==> src/hdl/mixer_config.svh <==
// FM mixer configuration constants
`ifndef MIXER_CONFIG_SVH
`define MIXER_CONFIG_SVH

`define OP_OUT_WIDTH       13 // operator level width
`define SAMPLE_WIDTH       16 // output sample width
`define NUM_BANKS          2
`define CHANNELS_PER_BANK  9
`define OPS_PER_BANK       18
`define NUM_CHANNELS       18 // banks times channels per bank
`define OP_FRAME_LEN       36 // operators per frame, also initial credits
`define ACC_WIDTH          31 // channel value width plus headroom for 18 terms
`define NUM_FOUR_OP        6  // four-op capable channels, 3 per bank

`endif

==> src/hdl/opl_op_pkg.sv <==
// Operator stream types
`include "mixer_config.svh"

package opl_op_pkg;

    // signed output level of one operator
    typedef logic signed [`OP_OUT_WIDTH-1:0] op_level_t;

    // slot within a stored frame, bank*18 + op
    typedef logic [$clog2(`OP_FRAME_LEN)-1:0] op_slot_t;

    // one beat of the operator stream
    typedef struct packed {
        logic      valid;
        op_level_t level;
    } op_beat_t;

    // whole frame, slot 0 in the low bits
    typedef op_level_t [`OP_FRAME_LEN-1:0] op_frame_t;

endpackage

==> src/hdl/opl_mix_pkg.sv <==
// Channel mixing types
`include "mixer_config.svh"

package opl_mix_pkg;

    typedef logic [$clog2(`CHANNELS_PER_BANK)-1:0] chan_index_t; // channel within a bank

    // operator width plus 2, holds a three operator sum
    typedef logic signed [`OP_OUT_WIDTH+1:0] chan_value_t;

    typedef logic signed [`ACC_WIDTH-1:0]    acc_t;
    typedef logic signed [`SAMPLE_WIDTH-1:0] sample_t;

    // bit 0 is output A, bit 3 is output D
    typedef logic [3:0] out_enable_t;

    // matches host data bits 4:0
    typedef struct packed {
        logic        cnt;    // connection bit
        out_enable_t enable;
    } chan_cfg_t;

    typedef logic [4:0] reg_addr_t;
    typedef logic [7:0] reg_data_t;

    typedef struct packed {
        logic      valid;
        reg_addr_t addr;
        reg_data_t data;
    } reg_write_t;

    typedef enum logic [1:0] {
        MIX_IDLE,
        MIX_ACCUM,
        MIX_LATCH
    } mix_state_t;

    typedef struct packed {
        logic    valid;
        sample_t a;
        sample_t b;
        sample_t c;
        sample_t d;
    } mix_sample_t;

endpackage

==> src/hdl/channel_regs.sv <==
// Channel configuration registers
`timescale 1ns/1ps
`include "mixer_config.svh"

module channel_regs (
    input  logic                   clk,
    input  logic                   reset,
    input  opl_mix_pkg::reg_write_t reg_wr,
    output opl_mix_pkg::chan_cfg_t chan_cfg [`NUM_CHANNELS],
    output logic [`NUM_FOUR_OP-1:0] four_op_sel
);

    // channels live at 0..17, four-op selects right after them
    localparam opl_mix_pkg::reg_addr_t FOUR_OP_ADDR = 5'(`NUM_CHANNELS);

    localparam opl_mix_pkg::chan_cfg_t CFG_RESET = '{
        cnt:    1'b0,
        enable: 4'b1111
    };

    localparam int CFG_BITS = $bits(opl_mix_pkg::chan_cfg_t);

    logic cfg_hit;  // write lands on a channel register
    logic sel_hit;  // write lands on the four-op select register

    assign cfg_hit = reg_wr.valid && (reg_wr.addr < FOUR_OP_ADDR);
    assign sel_hit = reg_wr.valid && (reg_wr.addr == FOUR_OP_ADDR);

    always_ff @(posedge clk) begin
        if (reset) begin
            for (int i = 0; i < `NUM_CHANNELS; i++) begin
                chan_cfg[i] <= CFG_RESET; // two-op, all outputs on
            end
        end else if (cfg_hit) begin
            chan_cfg[reg_wr.addr] <= opl_mix_pkg::chan_cfg_t'(reg_wr.data[CFG_BITS-1:0]);
        end
    end

    always_ff @(posedge clk) begin
        if (reset) begin
            four_op_sel <= '0;
        end else if (sel_hit) begin
            four_op_sel <= reg_wr.data[`NUM_FOUR_OP-1:0]; // bank*3 + ch
        end
    end

    // addresses above 18 fall through both decodes and are dropped

endmodule

==> src/hdl/op_frame_buffer.sv <==
// Operator frame buffer with credit return
`timescale 1ns/1ps
`include "mixer_config.svh"

module op_frame_buffer (
    input  logic                   clk,
    input  logic                   reset,
    input  opl_op_pkg::op_beat_t   op_in,
    input  logic                   frame_done,
    output opl_op_pkg::op_frame_t  op_frame,
    output logic                   frame_full,
    output logic                   op_credit
);

    localparam int CREDIT_BITS = $clog2(`OP_FRAME_LEN + 1);

    // pointer one past the last slot means the frame is complete
    localparam opl_op_pkg::op_slot_t FRAME_END = 6'(`OP_FRAME_LEN);

    localparam logic [CREDIT_BITS-1:0] CREDIT_LOAD = CREDIT_BITS'(`OP_FRAME_LEN);

    opl_op_pkg::op_slot_t    slot_ptr;    // next slot to write
    logic [CREDIT_BITS-1:0]  credit_cnt;  // credits still to hand back
    logic                    beat_accept;

    assign frame_full  = (slot_ptr == FRAME_END);
    assign beat_accept = op_in.valid && !frame_full;

    always_ff @(posedge clk) begin
        if (reset) begin
            slot_ptr <= '0;
        end else if (frame_done) begin
            slot_ptr <= '0; // rewind for next frame
        end else if (beat_accept) begin
            slot_ptr <= slot_ptr + 1'b1;
        end
    end

    // frame storage
    always_ff @(posedge clk) begin
        if (beat_accept) begin
            op_frame[slot_ptr] <= op_in.level;
        end
    end

    // the sender starts with a full window, so nothing is owed after reset
    always_ff @(posedge clk) begin
        if (reset) begin
            credit_cnt <= '0;
        end else if (frame_done) begin
            credit_cnt <= CREDIT_LOAD;
        end else if (credit_cnt != '0) begin
            credit_cnt <= credit_cnt - 1'b1;
        end
    end

    assign op_credit = (credit_cnt != '0); // one credit per cycle

endmodule

==> src/hdl/channel_algorithm.sv <==
// Two and four operator channel connection
`timescale 1ns/1ps
`include "mixer_config.svh"

module channel_algorithm (
    input  opl_op_pkg::op_frame_t    op_frame,
    input  logic                     bank,
    input  opl_mix_pkg::chan_index_t channel,
    input  opl_mix_pkg::chan_cfg_t   chan_cfg [`NUM_CHANNELS],
    input  logic [`NUM_FOUR_OP-1:0]  four_op_sel,
    output opl_mix_pkg::chan_value_t value
);

    int unsigned m_idx;     // first operator slot
    int unsigned cfg_idx;   // bank*9 + ch
    int unsigned sel_idx;   // bank*3 + ch

    logic four_op;          // channel 0..2 paired with ch+3
    logic pair_cnt;         // cnt of the partner channel

    opl_op_pkg::op_level_t   lvl_m, lvl_k, lvl_m2, lvl_k2;
    opl_mix_pkg::chan_value_t ext_m, ext_k, ext_m2, ext_k2;

    always_comb begin
        m_idx   = (bank ? `OPS_PER_BANK : 0) + 6 * (int'(channel) / 3) + int'(channel) % 3;
        cfg_idx = (bank ? `CHANNELS_PER_BANK : 0) + int'(channel);
        sel_idx = (bank ? 3 : 0) + int'(channel) % 3;

        lvl_m  = op_frame[m_idx];
        lvl_k  = op_frame[m_idx + 3];
        lvl_m2 = '0;
        lvl_k2 = '0;

        four_op  = 1'b0;
        pair_cnt = 1'b0;
        if (channel < 4'd3) begin // partner operators are m+6 and m+9
            four_op  = four_op_sel[sel_idx];
            pair_cnt = chan_cfg[cfg_idx + 3].cnt;
            lvl_m2   = op_frame[m_idx + 6];
            lvl_k2   = op_frame[m_idx + 9];
        end

        ext_m  = lvl_m; // sign extension
        ext_k  = lvl_k;
        ext_m2 = lvl_m2;
        ext_k2 = lvl_k2;

        if (four_op) begin
            unique case ({chan_cfg[cfg_idx].cnt, pair_cnt})
                2'b00:   value = ext_k2;
                2'b01:   value = ext_k + ext_k2;
                2'b10:   value = ext_m + ext_k2;
                default: value = ext_m + ext_m2 + ext_k2;
            endcase
        end else begin
            value = chan_cfg[cfg_idx].cnt ? ext_m + ext_k : ext_k;
        end
    end

endmodule

==> src/hdl/channel_mixer.sv <==
// Channel sequencer, accumulators and clamp
`timescale 1ns/1ps
`include "mixer_config.svh"

module channel_mixer (
    input  logic                     clk,
    input  logic                     reset,
    input  logic                     frame_full,
    input  opl_mix_pkg::chan_value_t value,
    input  opl_mix_pkg::chan_cfg_t   chan_cfg [`NUM_CHANNELS],
    output logic                     bank,
    output opl_mix_pkg::chan_index_t channel,
    output logic                     frame_done,
    output opl_mix_pkg::mix_sample_t mix_out
);

    localparam int NUM_OUTPUTS = $bits(opl_mix_pkg::out_enable_t);

    localparam opl_mix_pkg::chan_index_t LAST_CHAN = 4'(`CHANNELS_PER_BANK - 1);

    localparam opl_mix_pkg::acc_t SAMPLE_MAX = `ACC_WIDTH'((1 << (`SAMPLE_WIDTH - 1)) - 1);
    localparam opl_mix_pkg::acc_t SAMPLE_MIN = `ACC_WIDTH'(-(1 << (`SAMPLE_WIDTH - 1)));

    opl_mix_pkg::mix_state_t  state;
    opl_mix_pkg::acc_t        acc [NUM_OUTPUTS]; // A, B, C, D sums
    opl_mix_pkg::out_enable_t cur_enable;
    opl_mix_pkg::acc_t        value_ext;
    logic                     last_chan;

    function automatic opl_mix_pkg::sample_t clamp(input opl_mix_pkg::acc_t sum);
        opl_mix_pkg::acc_t limited;
        if (sum > SAMPLE_MAX) begin
            limited = SAMPLE_MAX;
        end else if (sum < SAMPLE_MIN) begin
            limited = SAMPLE_MIN;
        end else begin
            limited = sum;
        end
        return opl_mix_pkg::sample_t'(limited);
    endfunction

    assign cur_enable = chan_cfg[(bank ? `CHANNELS_PER_BANK : 0) + int'(channel)].enable;
    assign value_ext  = value; // sign extension to accumulator width
    assign last_chan  = (channel == LAST_CHAN);
    assign frame_done = (state == opl_mix_pkg::MIX_LATCH);

    // walk bank 0 then bank 1, channels 0 to 8
    always_ff @(posedge clk) begin
        if (reset) begin
            state   <= opl_mix_pkg::MIX_IDLE;
            bank    <= 1'b0;
            channel <= '0;
        end else begin
            unique case (state)
                opl_mix_pkg::MIX_IDLE: begin
                    if (frame_full) begin
                        state <= opl_mix_pkg::MIX_ACCUM;
                    end
                end
                opl_mix_pkg::MIX_ACCUM: begin
                    if (last_chan) begin
                        channel <= '0;
                        bank    <= ~bank; // back to bank 0 after the last channel
                    end else begin
                        channel <= channel + 1'b1;
                    end
                    if (bank && last_chan) begin
                        state <= opl_mix_pkg::MIX_LATCH;
                    end
                end
                default: begin
                    state <= opl_mix_pkg::MIX_IDLE;
                end
            endcase
        end
    end

    always_ff @(posedge clk) begin
        if (reset || state == opl_mix_pkg::MIX_LATCH) begin
            for (int i = 0; i < NUM_OUTPUTS; i++) begin
                acc[i] <= '0; // sums restart each frame
            end
        end else if (state == opl_mix_pkg::MIX_ACCUM) begin
            for (int i = 0; i < NUM_OUTPUTS; i++) begin
                if (cur_enable[i]) begin
                    acc[i] <= acc[i] + value_ext;
                end
            end
        end
    end

    // samples hold until the next latch
    always_ff @(posedge clk) begin
        if (reset) begin
            mix_out <= '0;
        end else if (state == opl_mix_pkg::MIX_LATCH) begin
            mix_out.valid <= 1'b1;
            mix_out.a     <= clamp(acc[0]);
            mix_out.b     <= clamp(acc[1]);
            mix_out.c     <= clamp(acc[2]);
            mix_out.d     <= clamp(acc[3]);
        end else begin
            mix_out.valid <= 1'b0; // single cycle pulse
        end
    end

endmodule

==> src/hdl/mixer_top.sv <==
// FM channel mixer top level
`timescale 1ns/1ps
`include "mixer_config.svh"

module mixer_top (
    input  logic                     clk,
    input  logic                     reset,
    input  opl_op_pkg::op_beat_t     op_in,
    output logic                     op_credit,
    input  opl_mix_pkg::reg_write_t  reg_wr,
    output opl_mix_pkg::mix_sample_t mix_out
);

    opl_mix_pkg::chan_cfg_t   chan_cfg [`NUM_CHANNELS];
    logic [`NUM_FOUR_OP-1:0]  four_op_sel;
    opl_op_pkg::op_frame_t    op_frame;
    logic                     frame_full;
    logic                     frame_done;
    logic                     bank;
    opl_mix_pkg::chan_index_t channel;
    opl_mix_pkg::chan_value_t value;

    channel_regs u_channel_regs (
        .clk         (clk),
        .reset       (reset),
        .reg_wr      (reg_wr),
        .chan_cfg    (chan_cfg),
        .four_op_sel (four_op_sel)
    );

    op_frame_buffer u_op_frame_buffer (
        .clk        (clk),
        .reset      (reset),
        .op_in      (op_in),
        .frame_done (frame_done),
        .op_frame   (op_frame),
        .frame_full (frame_full),
        .op_credit  (op_credit)
    );

    channel_algorithm u_channel_algorithm (
        .op_frame    (op_frame),
        .bank        (bank),
        .channel     (channel),
        .chan_cfg    (chan_cfg),
        .four_op_sel (four_op_sel),
        .value       (value)
    );

    channel_mixer u_channel_mixer (
        .clk        (clk),
        .reset      (reset),
        .frame_full (frame_full),
        .value      (value),
        .chan_cfg   (chan_cfg),
        .bank       (bank),
        .channel    (channel),
        .frame_done (frame_done),
        .mix_out    (mix_out)
    );

endmodule

==> config.mk <==
export PLATFORM = sky130hd
export DESIGN_NAME = mixer_top
export DESIGN_NICKNAME = d
export VERILOG_FILES = /design/src/hdl/opl_op_pkg.sv /design/src/hdl/opl_mix_pkg.sv /design/src/hdl/channel_regs.sv /design/src/hdl/op_frame_buffer.sv /design/src/hdl/channel_algorithm.sv /design/src/hdl/channel_mixer.sv /design/src/hdl/mixer_top.sv
export VERILOG_INCLUDE_DIRS = /design/src /design/src/hdl
export SDC_FILE = /design/constraint.sdc
export NUM_CORES = 2
export LEC_CHECK = 0
export BUFFER_PORTS_ARGS = -buffer_cell sky130_fd_sc_hd__buf_2
export CAP_MARGIN = 20
export CORE_MARGIN = 5
export CORE_UTILIZATION = 50
export CTS_CLUSTER_DIAMETER = 30
export DETAILED_ROUTE_END_ITERATION = 16
export PLACE_DENSITY = 0.66
export REMOVE_ABC_BUFFERS = 1
export SYNTH_ARGS = -nofsm -noshare
export SYNTH_HDL_FRONTEND = slang
export SYNTH_SLANG_ARGS = --single-unit
==> constraint.sdc <==
create_clock -name clk -period 23.2 [get_ports clk]
set_input_delay 4.64 -clock clk [delete_from_list [all_inputs] [get_ports clk]]
set_output_delay 4.64 -clock clk [all_outputs]
set_load 0.02 [all_outputs]
## Word-level counts from Yosys, hierarchy flattened

Memory sizes are Yosys's and may differ from the RTL's.
Cells that the tools add are included.

| word-level totals | value |
|---|---|
| register bits after elaboration | 648 |
| latch bits | 0 |
| RAM bits | 124 |
| bits in read-only memories | 0 |
| output and inout port bits | 66 |
| word-level logic and storage cells | 235 |
| memories kept | 1 |

| operators by class | value |
|---|---|
| add/subtract/negate cells | 20 |
| $mul | 1 |
| divide/modulo/power cells | 2 |
| order comparisons | 22 |
| eq/ne operators | 9 |
| shift-type cells | 0 |
| multiplexer cells | 72 |
| bitwise gates (word level) | 9 |
| reductions and logical operators | 15 |

Memories:

| name | depth | width | rd ports | clocked after memory_dff | wr ports | line | RTL |
|---|---|---|---|---|---|---|---|
| u_channel_mixer.acc | 4 | 31 | 4 | 0 | 4 | channel_mixer.sv:25 | `opl_mix_pkg::acc_t acc [NUM_OUTPUTS];` |

Operators with widths:

| operator | count |
|---|---|
| 468-bit bitwise mux | 1 |
| 13-bit binary-select mux with 6-bit select | 4 |
| 32-bit by 7-bit less-than comparator with 1-bit output, second input constant | 4 |
| 16-bit 2-to-1 mux | 8 |
| 31-bit by 15-bit adder with 31-bit output | 4 |
| 31-bit by 16-bit > comparator with 1-bit output, second input constant | 4 |
| 31-bit by 16-bit less-than comparator with 1-bit output, second input constant | 4 |
| 31-bit 2-to-1 mux | 4 |
| 32-bit adder | 3 |
| 13-bit 2-to-1 mux | 7 |
| 90-bit bitwise mux | 1 |
| 13-bit demux with 6-bit select | 1 |
| 5-bit binary-select mux with 5-bit select | 3 |
| 33-bit by 6-bit greater-or-equal comparator with 1-bit output, second input constant | 2 |
| 32-bit inverter with 33-bit output | 2 |
| 32-bit by 2-bit adder with 32-bit output, second input constant | 2 |
| 13-bit by 13-bit adder with 14-bit output | 4 |
| 15-bit case mux with 3 select lines | 1 |
| 32-bit by 3-bit adder with 32-bit output, second input constant | 1 |
| 32-bit by 4-bit adder with 32-bit output, second input constant | 1 |
| 5-bit by 3-bit divider with 32-bit output, second input constant | 1 |
| 32-bit by 6-bit greater-or-equal comparator with 1-bit output, second input constant | 1 |
| 32-bit by 4-bit less-than comparator with 1-bit output, second input constant | 1 |
| 5-bit by 3-bit remainder unit with 32-bit output, second input constant | 1 |
| 40 further kinds | 85 |

## Depth between registers and ports, before layout

| depth | value |
|---|---|
| depth after elaboration | 14 |
| mapped depth | 59 |
| depth with buffers taken out | 51 |

## Modules after synthesis

A second synthesis with hierarchy kept.

| second synthesis, totals | value |
|---|---|
| cell total of the unflattened synthesis | 5229 |
| area, all modules | 54355.9 um2 |

Modules (own cells, without submodules):

| module | times used | cells an instance | area each (um2) |
|---|---|---|---|
| channel_algorithm | 1 | 2614 | 20955.1 |
| op_frame_buffer | 1 | 596 | 14908.0 |
| channel_mixer | 1 | 1662 | 14685.3 |
| channel_regs | 1 | 357 | 3807.4 |

## Least setup slack after synthesis

Ideal clock, no wire load.

| timing | value |
|---|---|
| kind | flip-flop to flip-flop |
| start point | reg u_channel_mixer.channel[0] |
| end point | mem u_channel_mixer.acc[3][30] (netlist name), data pin |
| library setup time | 266 ps |
| data arrival time | 13393 ps |
| setup slack | 9541 ps |
| stages on the path, launching flop included | 52 |
| path buffers | 10 |
| cell sequence | dfxtp_1 clkinv_1 clkbuf_1 ha_1 a21oi_2 a32oi_1 buf_4 xnor2_1 ha_1 a211o_1 buf_6 nor2_8 inv_4 buf_2 ha_1 ha_1 ha_1 fa_1 [... 16 more ...] o41a_1 a41oi_1 a21oi_1 o221ai_1 a32oi_4 inv_1 ha_1 a21o_1 a21oi_1 nand4_1 a41o_1 a221o_1 nand4_1 nand2_1 or4_1 a311oi_1 xnor3_1 nor2_1 |

RTL lines:

| what | line | RTL |
|---|---|---|
| start, declared | channel_mixer.sv:12 | `output opl_mix_pkg::chan_index_t channel,` |
| start signal, assigned | channel_mixer.sv:65 | `channel <= channel + 1'b1;` |
| end, declared | channel_mixer.sv:25 |  |

==> run_results.csv <==
group,metric,value,unit
floorplanning,rows,118,
logic_synthesis,synth_edf_count,592,
outcome,status,"finished, final reports clean",
global_routing,grtUsageTotal,0.286,
floorplanning,io_pins,96,
cts,cts-resized-gates,0,
layout,register_area,21400,µm²
setup_path,cp.arrival,17.00,ns
worst_hold_path,hold_depth,2,
cts,clk_latency,0.80,ns
timing,worst-slew-pin-transition,1.10,ns
cts,cts_inserted_buffers,174,
logic_synthesis,seq_area_frac_synth,0.411,
timing,max_freq,60.6,MHz
setup_path,worstPathMaxFanout,54,
timing,fin_ws,6.71,ns
logic_synthesis,yosys.area.top_type,"edfxtp_1",
drt,drtPass1Iterations,6,
setup_path,slowest_stage,"fa_4",
pwr,leakage,0.0222,µW
global_routing,grt_pass1_vias,39400,
setup_path,end_kind,"flop",
pwr,fin_total_pwr,4330,µW
timing,finalSetupViolCount,0,
drt,wl_per_cell,26.5,µm
logic_synthesis,async_flop_share,0,
floorplanning,start_util,0.503,
run,drv_cap,0,
floorplanning,die_w,333,µm
timing,period_share,0.711,
global_routing,grt_antenna_before_repair,6,
logic_synthesis,ys_warn_count,0,
logic_synthesis,synth-seq-cells,772,
timing,fin_setup_tns,0,ns
cts,hold_buffers,0,
placement,port_buffers,93,
setup_path,reg2regPathDepth,49,
timing,period_needed,16.49,ns
drt,drt-total-wl,162000,µm
cts,cts.sinks,772,
setup_path,critPathLaunchType,"flop",
layout,final_common_cell,"edfxtp_1",
drt,vias_per_cell,6.66,
timing,maxSlewHeadroom,0.264,
drt,drc,0,
logic_synthesis,ys.flop_type,"edfxtp_1",
setup_path,crit_type,"flop to flop",
global_routing,grt_overflow_total,0,
placement,place.gp.congestion,0.937,
logic_synthesis,yosys.area.top_type_share,0.342,
global_routing,grt_max_degree,122,
layout,fill_cells,8264,
layout,multi_input_area,29300,µm²
cts,tritoncts,"built",
cts,ctsHtreeMaxLevel,4,
timing,rsz0062_at_grt,"no",
logic_synthesis,synth.area.top_cells,"edfxtp_1, mux4_2, dfxtp_1, ha_1, nand2_1",
drt,vias,40700,
timing,hold_viol,0,
setup_path,worstPathRequired,23.71,ns
cts,cts-root-buf,"clkbuf_16",
layout,design_area,60400,µm²
layout,area_growth,16.1,%
cts,cts_setup_buffers,0,
layout,fin_nets,4842,
timing,final.setup_skew,0.0560,ns
drt,antenna_left,0,
placement,preCtsSetupSlack,7.01,ns
timing,maxSlewViolCount,0,
setup_path,r2r_slack,6.71,ns
pwr,peakVddDrop,0.0947,mV
global_routing,grt_first_pass_wirelength,244000,µm
logic_synthesis,syn_inst,4503,
floorplanning,die-area,111000,µm²
logic_synthesis,syn_area_per_cell,11.6,µm²
setup_path,cp_slowest_stage_delay,0.93,ns
layout,layout_common_cells,"edfxtp_1, nand2_1, mux4_2, nor2_1, ha_1",
logic_synthesis,synth_cell_types,107,
cts,cts_buffer_depth,3,
placement,place_area,54100,µm²
timing,fin_hold_ws,0.445,ns
drt,dr.first_iter.drc_count,4877,
layout,final_layout_size_suffix_gt1_frac,0.224,
cts,clkTransAtPathRegs,0.05,ns
logic_synthesis,synth_area,52000,µm²
floorplanning,core,103000,µm²
pwr,power.density,71.7,nW/µm²
placement,dp_hpwl,104000,µm
worst_hold_path,hold_class,"flop to flop",
floorplanning,chipHeight,333,µm
setup_path,timing.critical_path.mode_cell,"ha_1",
per-layer routing:
metal,global-route usage,part of all wire
met5,0,0.00030
met4,0.131,0.052
met3,0.0697,0.11
met2,0.447,0.45
met1,0.381,0.38
logic make-up (layout without fill, tap and decap cells):
group,after synthesis,after routing,share of synthesized area
mux,646,646,0.232
buf+inv,404,635,0.0328
flops,772,772,0.411
simple gates,1429,1429,0.125
fa+ha+maj,227,227,0.0580
other cells,0,1,0
compound gates,855,855,0.111
xor+xnor,170,170,0.0303
critical path: cells and delay by family (launching register included):
kind	cells	cell delay [ns]
compound gates	18	5.01
xor+xnor	2	0.43
fa+ha+maj	8	3.25
buf+inv	8	3.56
flops	1	0.30
mux	1	0.43
simple gates	12	3.12
Yosys cell counts, types with 33 or more instances:
| cell | count |
|---|---|
| inv_1 | 112 |
| nand3_1 | 129 |
| a21oi_1 | 180 |
| mux2i_1 | 182 |
| mux4_2 | 447 |
| nor2b_1 | 48 |
| edfxtp_1 | 592 |
| xor2_1 | 73 |
| nor3_1 | 99 |
| nand3b_1 | 42 |
| nand4_1 | 40 |
| clkbuf_1 | 184 |
| a21o_1 | 81 |
| ha_1 | 203 |
| buf_2 | 51 |
| nand2_1 | 526 |
| xnor2_1 | 90 |
| dfxtp_1 | 180 |
| a31oi_1 | 77 |
| a211o_1 | 41 |
| o21a_1 | 33 |
| o21ai_0 | 170 |
| nor2_1 | 389 |
path summary, 6_finish.rpt:
path	endpoint	startpoint
max	u_channel_mixer.acc[3][30]$_SDFFCE_PN0P_	u_channel_mixer.channel[0]$_SDFFE_PP0P_
min	u_channel_mixer.mix_out[8]$_SDFFE_PP0P_	u_channel_mixer.mix_out[8]$_SDFFE_PP0P_
max reg2reg	u_channel_mixer.acc[3][30]$_SDFFCE_PN0P_	u_channel_mixer.channel[0]$_SDFFE_PP0P_
min reg2reg	u_channel_mixer.mix_out[8]$_SDFFE_PP0P_	u_channel_mixer.mix_out[8]$_SDFFE_PP0P_
registers in the layout, indices dropped and copies added, names as in the netlist:
| register | cells |
|---|---|
| u_channel_mixer.bank | 1 |
| u_op_frame_buffer.slot_ptr | 6 |
| u_op_frame_buffer.op_frame | 468 |
| u_channel_mixer.channel | 4 |
| u_channel_mixer.state | 2 |
| u_channel_regs.chan_cfg | 90 |
| u_op_frame_buffer.credit_cnt | 6 |
| u_channel_regs.four_op_sel | 6 |
| u_channel_mixer.acc | 124 |
| u_channel_mixer.mix_out | 65 |
cell type report:
| cell class | instances | area share |
|---|---|---|
| repair buffers | 194 | 0.0209 |
| well taps | 1380 | 0.0286 |
| clock buffers | 207 | 0.0767 |
| multi-input cells | 3327 | 0.486 |
| clock inverters | 118 | 0.0267 |
| flip-flops and latches | 772 | 0.354 |
| diodes | 1 | 0.0000414 |
| inverters | 116 | 0.00737 |
power by group:
group | internal (µW) | switching [µW]
registers | 1510 | 17.1
logic | 88.6 | 140
clock network | 1710 | 868
through the flow:
stage                     utilization  instances
after floorplan                     -       4215
after global placement          0.523       5785
after detailed placement        0.523       5786
after CTS                       0.583       6111
after global routing            0.584       6114
final                           0.584       6115
Power figures use the tool's default switching activity.
